$ cat src/icache_defines.svh
`ifndef ICACHE_DEFINES_SVH
`define ICACHE_DEFINES_SVH

// Cache organization
`define ICACHE_WAYS 4
`define ICACHE_SETS 128
`define ICACHE_LINE_WORDS 8

// Address split, byte address bits [1:0] are ignored
// Tag [31:12], index [11:5], word offset [4:2]
`define ICACHE_TAG_W 20
`define ICACHE_INDEX_W 7
`define ICACHE_OFFSET_W 3

// Byte bits below the word offset
`define ICACHE_BYTE_W 2

`endif

$ cat src/icache_pkg.sv
`include "icache_defines.svh"

package icache_pkg;

	typedef logic [31:0] addr_t;
	typedef logic [31:0] word_t;
	typedef logic [`ICACHE_TAG_W-1:0] tag_t;
	typedef logic [`ICACHE_INDEX_W-1:0] index_t;
	typedef logic [`ICACHE_OFFSET_W-1:0] offset_t;

	// Word 0 sits in the low 32 bits
	typedef logic [`ICACHE_LINE_WORDS*32-1:0] line_t;

	typedef logic [1:0] way_t;

	// 3 is most recent, 0 is the next victim
	typedef logic [1:0] rank_t;

	typedef struct packed {
		addr_t addr;
	} cpu_req_t;

	typedef struct packed {
		word_t data;
		logic  hit;
	} cpu_resp_t;

	typedef struct packed {
		line_t line;
	} fill_t;

	typedef enum logic [1:0] {IDLE, LOOKUP, MISS_WAIT, RESPOND} ctrl_state_e;

endpackage

$ cat src/icache_ctrl.sv
`timescale 1ns/1ns
`include "icache_defines.svh"

module icache_ctrl
	import icache_pkg::*;
(
	input  logic     CLK,
	input  logic     RST,
	input  logic     req_valid,
	input  cpu_req_t req,
	output logic     req_ready,
	input  logic     hit,
	input  way_t     hit_way,
	input  way_t     victim_way,
	input  logic     fill_valid,
	output index_t   index,
	output tag_t     tag,
	output offset_t  offset,
	output logic     rd_en,
	output way_t     rd_way,
	output logic     fill_en,
	output way_t     fill_way,
	output logic     touch_en,
	output way_t     touch_way,
	output logic     mem_req,
	output addr_t    mem_addr,
	output logic     resp_valid,
	output logic     resp_hit
);

	ctrl_state_e state, next_state;
	addr_t addr_q;
	way_t victim_q;
	logic lookup_hit;
	logic fill_take;

	// Address fields of the held request
	assign tag = addr_q[31 -: `ICACHE_TAG_W];
	assign index = addr_q[`ICACHE_BYTE_W + `ICACHE_OFFSET_W +: `ICACHE_INDEX_W];
	assign offset = addr_q[`ICACHE_BYTE_W +: `ICACHE_OFFSET_W];
	assign mem_addr = {tag, index, {(`ICACHE_OFFSET_W + `ICACHE_BYTE_W){1'b0}}};

	always_comb begin
		next_state = state;
		case (state)
			IDLE:      if (req_valid) next_state = LOOKUP;
			LOOKUP:    next_state = hit ? RESPOND : MISS_WAIT;
			MISS_WAIT: if (fill_valid) next_state = RESPOND;
			RESPOND:   next_state = IDLE;
			default:   next_state = IDLE;
		endcase
	end

	always_ff @(posedge CLK or negedge RST) begin
		if (!RST) begin
			state <= IDLE;
			resp_hit <= 1'b0;
		end else begin
			state <= next_state;
			if (state == LOOKUP) resp_hit <= hit;
		end
	end

	// Request address and the victim picked at lookup time
	always_ff @(posedge CLK) begin
		if (req_valid && req_ready) addr_q <= req.addr;
		if (state == LOOKUP && !hit) victim_q <= victim_way;
	end

	// Read and LRU touch happen once, on the hit or on the fill
	assign lookup_hit = (state == LOOKUP) && hit;
	assign fill_take = (state == MISS_WAIT) && fill_valid;
	assign rd_en = lookup_hit || fill_take;
	assign rd_way = fill_take ? victim_q : hit_way;
	assign fill_en = fill_take;
	assign fill_way = victim_q;
	assign touch_en = rd_en;
	assign touch_way = rd_way;

	assign req_ready = (state == IDLE);
	assign mem_req = (state == MISS_WAIT);
	assign resp_valid = (state == RESPOND);

endmodule

$ cat config.mk
export PLATFORM = sky130hd
export DESIGN_NAME = icache_ctrl
export DESIGN_NICKNAME = d
export VERILOG_FILES = /design/src/icache_pkg.sv /design/src/icache_ctrl.sv
export VERILOG_INCLUDE_DIRS = /design/src
export SDC_FILE = /design/constraint.sdc
export NUM_CORES = 1
export LEC_CHECK = 0
export BUFFER_PORTS_ARGS = -buffer_cell sky130_fd_sc_hd__buf_2
export CORE_MARGIN = 1
export CORE_UTILIZATION = 42
export CTS_CLUSTER_DIAMETER = 40
export DETAILED_ROUTE_END_ITERATION = 8
export PLACE_DENSITY = 0.82
export SKIP_LAST_GASP = 1
export SLEW_MARGIN = 20
export SYNTH_ARGS = -nofsm -noshare
export SYNTH_HDL_FRONTEND = slang
export SYNTH_SLANG_ARGS = --single-unit
$ cat constraint.sdc
create_clock -name CLK -period 2.8 [get_ports CLK]
set_input_delay 0.84 -clock CLK [delete_from_list [all_inputs] [get_ports CLK]]
set_output_delay 0.84 -clock CLK [all_outputs]
set_load 0.005 [all_outputs]
==> results of run 1 <==
-- cells by family (layout without fill, tap and decap cells) --
logic type	count (synthesis)	count (layout)	synth area share (%)
adder cells (fa/ha/maj)	5	5	4.19
other	1	5	0.251
multiplexers	3	3	2.51
buffers and inverters	39	121	18.6
flip-flops	35	35	69.3
AND/OR/NAND/NOR	8	8	3.10
AO/OA/AOI/OAI	4	4	2.01
-- per-stage QoR --
| stage | setup slack [ns] | cells |
|---|---|---|
| after floorplan | 0.566 | 99 |
| after CTS | 0.285 | 227 |
| after global placement | 0.443 | 219 |
| final | 0.302 | 227 |
| after detailed placement | 0.421 | 219 |
| after global routing | 0.174 | 227 |
-- sequential cells by signal, summed over array words and instances, names as in the netlist --
signal,cells
addr_q,30
fill_way,2
state,2
resp_hit,1
-- final cells by class --
cell class	count	area share, %
multi-input combinational	25	10.1
timing repair buffer	109	28.4
clock buffer	5	1.95
sequential	35	53.7
tap	46	2.99
clock inverter	3	2.01
inverter	4	0.779
-- power groups by stage --
stage	Combinational, mW	Sequential, mW	Clock, mW
floorplan	0.308	0.774	0
global placement	0.454	0.764	0
detailed placement	0.463	0.765	0
CTS	0.465	0.754	0.349
global route	0.524	0.771	0.372
finish	0.454	0.752	0.335
-- per-layer routing --
metal | GRT usage [%] | vias to the layer above | wire length, um
li1 | - | 455 | -
met1 | 13.2 | 432 | 899
met2 | 22.6 | 64 | 1350
met3 | 6.72 | 2 | 308
met4 | 4.76 | 0 | 8
met5 | 0 | - | 0
-- Yosys cell counts (2+ instances only) --
| cell | count |
|---|---|
| buf_4 | 35 |
| edfxtp_1 | 32 |
| ha_1 | 5 |
| dfrtp_1 | 3 |
| inv_1 | 3 |
| mux2_2 | 2 |
| nand2_1 | 2 |
-- worst max-delay path: stages (launching register included) --
cell,delay [ns]
dfrtp_1,0.42
inv_1,0.11
ha_1,0.22
nand2_1,0.11
mux2_2,0.36
buf_2,0.13
-- how the worst min path moves through the flow --
stage,start,cells past startpoint,to
finish,RST,1,resp_hit
global route,RST,1,resp_hit
CTS,RST,1,resp_hit
detailed placement,resp_hit,2,resp_hit
global placement,state[0],1,state[0]
floorplan,state[0],1,state[0]
==> flow_metrics.tcl, run 1 <==
set metrics [dict create \
    placed_area_sq_mm 0.00185 \
    dieArea_sq_mm 0.00380 \
    firstDrtPassIters 4 \
    synthFlopType "edfxtp_1" \
    cp-end-kind "primary output" \
    drive_gt1_share_pct 68.0 \
    cts_root_buffer "clkbuf_4" \
    grt_pass1_vias 747 \
    synth_cell_type_count 20 \
    fin_crit_sh_pct 89.2 \
    antenna_cells 0 \
    core_sq_mm 0.00336 \
    cp-startpoint "state[0]" \
    p_sw_share_pct 27.8 \
    mostFrequentLayoutCells "buf_2, edfxtp_1, ha_1, conb_1, clkbuf_4" \
    ioPinCount 116 \
    vias 953 \
    peakVddDrop_uv 579 \
    numCtsBuffers 5 \
    grt_overflow 0 \
    post-cts-setup-buffers 0 \
    hold_path_class "in -> async" \
    synth.avg_cell_area_sq_um 15.7 \
    layout_commonest_cell "buf_2" \
    fill_cells 300 \
    crit_end "rd_way[1]" \
    routed_wl_mm 2.56 \
    postRouteAntennaNets 0 \
    clock_skew_ns 0.00395 \
    rsz0062_at_grt "false" \
    seq_area_frac_synth_pct 69.3 \
    placementRows 21 \
    register_area_sq_mm 0.00104 \
    hpwl_mm 2.10 \
    crit_type "reg -> out" \
    vias_per_cell 4.20 \
    leakagePower_nw 0.926 \
    clkTransAtPathRegs_ns 0.09 \
    cts_resized 0 \
    syn-cell-area_sq_mm 0.00149 \
    slew_violations 0 \
    seq_power_share_pct 48.8 \
    syn_to_final_growth_pct 29.1 \
    fmax_mhz 400 \
    cts.sinks 35 \
    ff2ff_setup_slack_ns 1.18 \
    yosys-top-cells-area "edfxtp_1, buf_4, dfrtp_1" \
    reg2reg_depth 4 \
    grt_pass1_wl_mm 3.33 \
    h-tree-depth 2 \
    grt_max_degree 31 \
    grt_antenna_before_repair 0 \
    start_util_pct 44.4 \
    power_density_mw_per_mm2 799 \
    fin_area_sq_mm 0.00193 \
    power_frac_comb_pct 29.5 \
    multiInputGateArea_sq_um 195 \
    clkPwrFrac_pct 21.8 \
    status "finished clean" \
    yosysTopAreaCell "edfxtp_1" \
    critPathMaxFanout 4 \
    chipWidth_um 61.6 \
    clock_latency_ns 0.32 \
    gr-usage-all-layers_pct 13.0 \
    utilization_pct 57.3 \
    synth-seq-cells 35 \
    start_kind "flip-flop" \
    period_minus_slack_ns 2.50 \
    hold_buffers 0 \
    die_h_um 61.6 \
    finalSetupViolations 0 \
    drcViolationCount 0 \
    final.setup.tns_ns 0 \
    cap_violations 0 \
    p_switching_uw 429 \
    fin_nets 226 \
    r2r_end "addr_q[12]" \
    cp.arrival_ns 1.66 \
    synthCells 95 \
    synth_top_area_share_pct 64.3 \
    cts_tree "built" \
    whs_ns 0.292 \
    clock_path_buffers 2 \
    internal-power_mw 1.11 \
    finalHoldViolCount 0 \
    drt_iter0_drc 20 \
    p_total_mw 1.54 \
    post_drt_wl_per_cell_um 11.3 \
    synth_edf_count 32 \
    crit-reg2reg-launch "state[0]" \
    gp_congestion 0.691 \
    portBuffers 108 \
    yosysWarnings 0 \
    ys_async_sr_fraction_pct 8.57 \
    crit_required_ns 1.96 \
]
No activity file was read; power rests on OpenSTA's default activity.
==> inputs of run 2 (changes only) <==
--- a/config.mk
+++ b/config.mk
@@ -7,6 +7,7 @@
 export NUM_CORES = 1
 export LEC_CHECK = 0
 export BUFFER_PORTS_ARGS = -buffer_cell sky130_fd_sc_hd__buf_2
+export CORE_ASPECT_RATIO = 0.8
 export CORE_MARGIN = 1
 export CORE_UTILIZATION = 42
 export CTS_CLUSTER_DIAMETER = 40
==> run 2 against run 1 <==
Compared with the run above: critical path depth unchanged; global-route usage increased by 2.1 points; clock skew increased by 0.0011 ns; core utilization increased by 2.7 points; critical endpoint is now touch_way[1]; wire length increased by 7.6%; first-iteration DRC count increased to 3.8 times the previous value; highest routed layer unchanged; fmax increased by 2.9%; clock-buffer cell count increased by 1; non-clock buffer count unchanged.
==> flow_metrics.tcl, run 2 (synthesis gave the netlist of run 1 again) <==
set metrics [dict create \
    post-cts-setup-buffers 0 \
    crit_required_ns 1.96 \
    post_drt_wl_per_cell_um 12.5 \
    r2r_end "addr_q[7]" \
    grt_overflow 0 \
    status "finished clean" \
    gr-usage-all-layers_pct 15.1 \
    place_ws_ns 0.416 \
    antenna_cells 0 \
    postRouteAntennaNets 0 \
    gp_congestion 0.694 \
    fin_nets 226 \
    hold_buffers 0 \
    clock_latency_ns 0.28 \
    clkTransAtPathRegs_ns 0.06 \
    die_h_um 55.3 \
    clock_skew_ns 0.00505 \
    finalHoldViolCount 0 \
    power_density_mw_per_mm2 838 \
    vias 937 \
    cp-startpoint "state[0]" \
    grt_pass1_vias 904 \
    critPathMaxFanout 4 \
    final.setup.tns_ns 0 \
    chipWidth_um 68.7 \
    hpwl_mm 2.23 \
    clock_path_buffers 2 \
    grt_pass1_wl_mm 4.02 \
    dieArea_sq_mm 0.00380 \
    numCtsBuffers 5 \
    fin_crit_sh_pct 86.7 \
    setup_ws_ns 0.372 \
    routed_wl_mm 2.76 \
    peakVddDrop_uv 424 \
    ff2ff_setup_slack_ns 1.19 \
    utilization_pct 60.0 \
    cp.arrival_ns 1.59 \
    hold_path_class "in -> async" \
    drcViolationCount 0 \
    rsz0062_at_grt "false" \
    ioPinCount 116 \
    period_minus_slack_ns 2.43 \
    slew_violations 0 \
    largest_register_ffs 30 \
    mostFrequentLayoutCells "buf_2, edfxtp_1, ha_1, conb_1, clkbuf_8" \
    fmax_mhz 412 \
    layout_commonest_cell "buf_2" \
    start_util_pct 46.1 \
    start_kind "flip-flop" \
    syn_to_final_growth_pct 30.3 \
    finalNonFillerCells 220 \
    reg2reg_depth 4 \
    cp-end-kind "primary output" \
    cap_violations 0 \
    placementRows 18 \
    drt_iter0_drc 75 \
    crit_type "reg -> out" \
    whs_ns 0.347 \
    cts_tree "built" \
    cts_root_buffer "clkbuf_8" \
    cts_resized 0 \
    fill_cells 263 \
    core_sq_mm 0.00324 \
    cts.sinks 35 \
    crit-reg2reg-launch "state[0]" \
    finalSetupViolations 0 \
    leakagePower_nw 0.934 \
    h-tree-depth 2 \
    drive_gt1_share_pct 67.8 \
    firstDrtPassIters 2 \
    max_flop_register "addr_q" \
    grt_antenna_before_repair 0 \
    placed_cells 213 \
    portBuffers 108 \
    grt_max_degree 31 \
    vias_per_cell 4.26 \
]
-- run 2: layout make-up --
type                            instances  area (sq um)  share of cell area, %
Clock inverter                          1          30.0                   1.54
Clock buffer                            6          72.6                   3.73
Inverter                                4          15.0                  0.771
Tap cell                               40          50.0                   2.57
Timing Repair Buffer                  109           548                   28.1
Sequential cell                        35          1040                   53.2
Multi-Input combinational cell         25           195                   10.0
-- run 2: power breakdown --
group          internal (mW)  total [mW]  switching [mW]
clock                  0.260       0.418           0.157
combinational          0.231       0.458           0.228
sequential             0.701       0.755          0.0542
-- run 2: worst max path at each step --
stage,end,slack (ns),depth (start not counted)
after floorplan,touch_way[0],0.57,3
after global placement,rd_way[1],0.44,4
after detailed placement,rd_way[0],0.42,4
after CTS,rd_way[0],0.34,5
after global routing,touch_way[1],0.24,5
final,touch_way[1],0.37,5
-- run 2: per-stage QoR --
stage               total power, mW  cell area [sq um]
finish                         1.63               1950
global route                   1.74               1950
CTS                            1.66               1950
detailed placement             1.23               1840
global placement               1.22               1840
floorplan                      1.08               1510
-- run 2: metal layers --
| layer | up-vias | wire length, um | global-route usage (%) |
|---|---|---|---|
| met2 | 62 | 1420 | 27.7 |
| li1 | 452 | - | - |
| met3 | 3 | 312 | 5.79 |
| met5 | - | 0 | 0 |
| met1 | 420 | 1010 | 14.2 |
| met4 | 0 | 23 | 6.25 |
-- run 2: worst max-delay path, cell delays in order, from the launching register on --
cell and delay [ns]:
dfrtp_1 0.40, inv_1 0.10, ha_1 0.22, nand2_1 0.11, mux2_2 0.35, buf_2 0.13
==> inputs of run 3 (changes only) <==
==> config.mk (replaced) <==
export PLATFORM = sky130hd
export DESIGN_NAME = icache_ctrl
export DESIGN_NICKNAME = d
export VERILOG_FILES = /design/src/icache_pkg.sv /design/src/icache_ctrl.sv
export VERILOG_INCLUDE_DIRS = /design/src
export SDC_FILE = /design/constraint.sdc
export NUM_CORES = 1
export LEC_CHECK = 0
export CORE_ASPECT_RATIO = 0.8
export CORE_MARGIN = 1
export CORE_UTILIZATION = 45
export CTS_CLUSTER_DIAMETER = 40
export DETAILED_ROUTE_END_ITERATION = 8
export DONT_BUFFER_PORTS = 1
export PLACE_DENSITY = 0.58
export SKIP_LAST_GASP = 1
export SLEW_MARGIN = 30
export SYNTH_ARGS = -nofsm -noshare
export SYNTH_HDL_FRONTEND = slang
export SYNTH_SLANG_ARGS = --single-unit
==> run 3 against run 2 <==
Compared with the run above: clock-buffer cell count up 2; register-to-register slack got worse by 0.07 ns; global-route usage fell by 4.5 points; non-clock buffer count fell by 108; worst hold slack worse by 0.095 ns; combinational power down 48%; flip-flop and latch count stayed put; wire length decreased by 29%; fmax is 3.3% higher; worst setup slack improved by 0.077 ns; via count shrank 38%; critical endpoint is now touch_way[0].
==> flow_metrics.tcl, run 3 (synthesis gave the netlist of run 1 again) <==
set metrics [dict create \
    peakVddDrop_uv 456 \
    drt_iter0_drc 32 \
    ioPinCount 116 \
    post-cts-setup-buffers 0 \
    cp_slowest_cell "dfrtp_1" \
    multiInputGateArea_sq_um 195 \
    max_flop_register "addr_q" \
    placementRows 18 \
    layout_commonest_cell "edfxtp_1" \
    numCtsBuffers 5 \
    finalNonFillerCells 113 \
    slew_violations 0 \
    utilization_pct 44.2 \
    finalHoldViolCount 0 \
    placed_cells 105 \
    hpwl_mm 1.40 \
    gp_congestion 0.581 \
    dieArea_sq_mm 0.00356 \
    crit_family "flip-flops" \
    grt_max_degree 31 \
    largest_register_ffs 30 \
    fin_crit_sh_pct 84.0 \
    postRouteAntennaNets 0 \
    cp-end-kind "primary output" \
    grt_pass1_wl_mm 2.42 \
    rsz0062_at_grt "false" \
    routed_wl_mm 1.95 \
    cts_root_buffer "clkbuf_8" \
    vias 578 \
    crit_required_ns 1.96 \
    status "finished clean" \
    drive_gt1_share_pct 17.8 \
    chipWidth_um 66.4 \
    cap_violations 0 \
    fmax_mhz 425 \
    p_total_mw 1.36 \
    mostFrequentLayoutCells "edfxtp_1, ha_1, conb_1, clkbuf_8" \
    period_minus_slack_ns 2.35 \
    register_area_sq_mm 0.00104 \
    gr-usage-all-layers_pct 10.6 \
    hold_path_class "in -> async" \
    clock_path_buffers 2 \
    start_kind "flip-flop" \
    h-tree-depth 2 \
    drcViolationCount 0 \
    crit_buf_inv 1 \
    fill_cells 263 \
    hold_buffers 0 \
    max_stage_delay_ns 0.39 \
    core_sq_mm 0.00313 \
    path_cells "inv_1, ha_1, nand2_1, mux2_2" \
    cts_resized 0 \
    crit_type "reg -> out" \
    finalSetupViolations 0 \
    leakagePower_nw 0.492 \
    die_h_um 53.5 \
    cp.arrival_ns 1.51 \
    clock_latency_ns 0.28 \
    vias_per_cell 5.12 \
    final.setup.tns_ns 0 \
    critPathMaxFanout 4 \
    start_util_pct 47.7 \
    clock_skew_ns 0.00645 \
    portBuffers 0 \
    grt_antenna_before_repair 0 \
    post_drt_wl_per_cell_um 17.3 \
    firstDrtPassIters 4 \
    antenna_cells 0 \
    syn_to_final_growth_pct -7.37 \
    cts.sinks 35 \
    grt_pass1_vias 514 \
    grt_overflow 0 \
    cts_tree "built" \
    clkTransAtPathRegs_ns 0.06 \
    fin_nets 118 \
    power_density_mw_per_mm2 980 \
]
run 3: cell count changes in the layout (fill, tap and decap cells not counted):
cell	previous run	this run
bufinv_16	1	0
clkbuf_1	1	3
buf_2	108	0
run 3: cell type report:
type                    count  share of cell area (%)
clock buffers               8                    5.79
inverters                   4                    1.08
multi-input cells          25                    14.1
flip-flops and latches     35                    74.9
well taps                  40                    3.62
repair buffers              1                   0.542
run 3: metrics by stage:
| stage | hold WS [ns] | setup WS, ns | cell area, sq um |
|---|---|---|---|
| 6_report | 0.252 | 0.449 | 1380 |
| 3_5_place_dp | 0.530 | 0.643 | 1300 |
| 4_1_cts | 0.240 | 0.430 | 1380 |
| 3_3_place_gp | 0.529 | 0.649 | 1300 |
| 5_1_grt | 0.232 | 0.355 | 1380 |
| 2_1_floorplan | 0.486 | 0.566 | 1510 |
run 3: per-layer routing:
metal	vias up	track usage [%]	part of all wire (%)
met5	-	0	0
met4	0	9.57	1.4
met3	5	6.36	12
met2	65	16.8	50
met1	271	9.59	36
li1	237	-	-
run 3: power breakdown:
group	internal [mW]	switching, mW	leakage (nW)
Combinational	0.0943	0.142	0.122
Sequential	0.705	0.0879	0.331
Clock	0.176	0.151	0.0395
Total	0.975	0.381	0.492
run 3: final timing paths:
| kind | startpoint | end | slack (ns) | cells past startpoint |
|---|---|---|---|---|
| setup / recovery | state[0] | touch_way[0] | 0.45 | 4 |
| hold / removal | RST | resp_hit | 0.25 | 0 |
| setup reg to reg | state[0] | addr_q[5] | 1.12 | 4 |
| hold reg to reg | state[0] | state[0] | 0.53 | 1 |
| max in group asynchronous | RST | state[1] | 2.48 | 0 |
| min in group CLK | state[0] | state[0] | 0.53 | 1 |
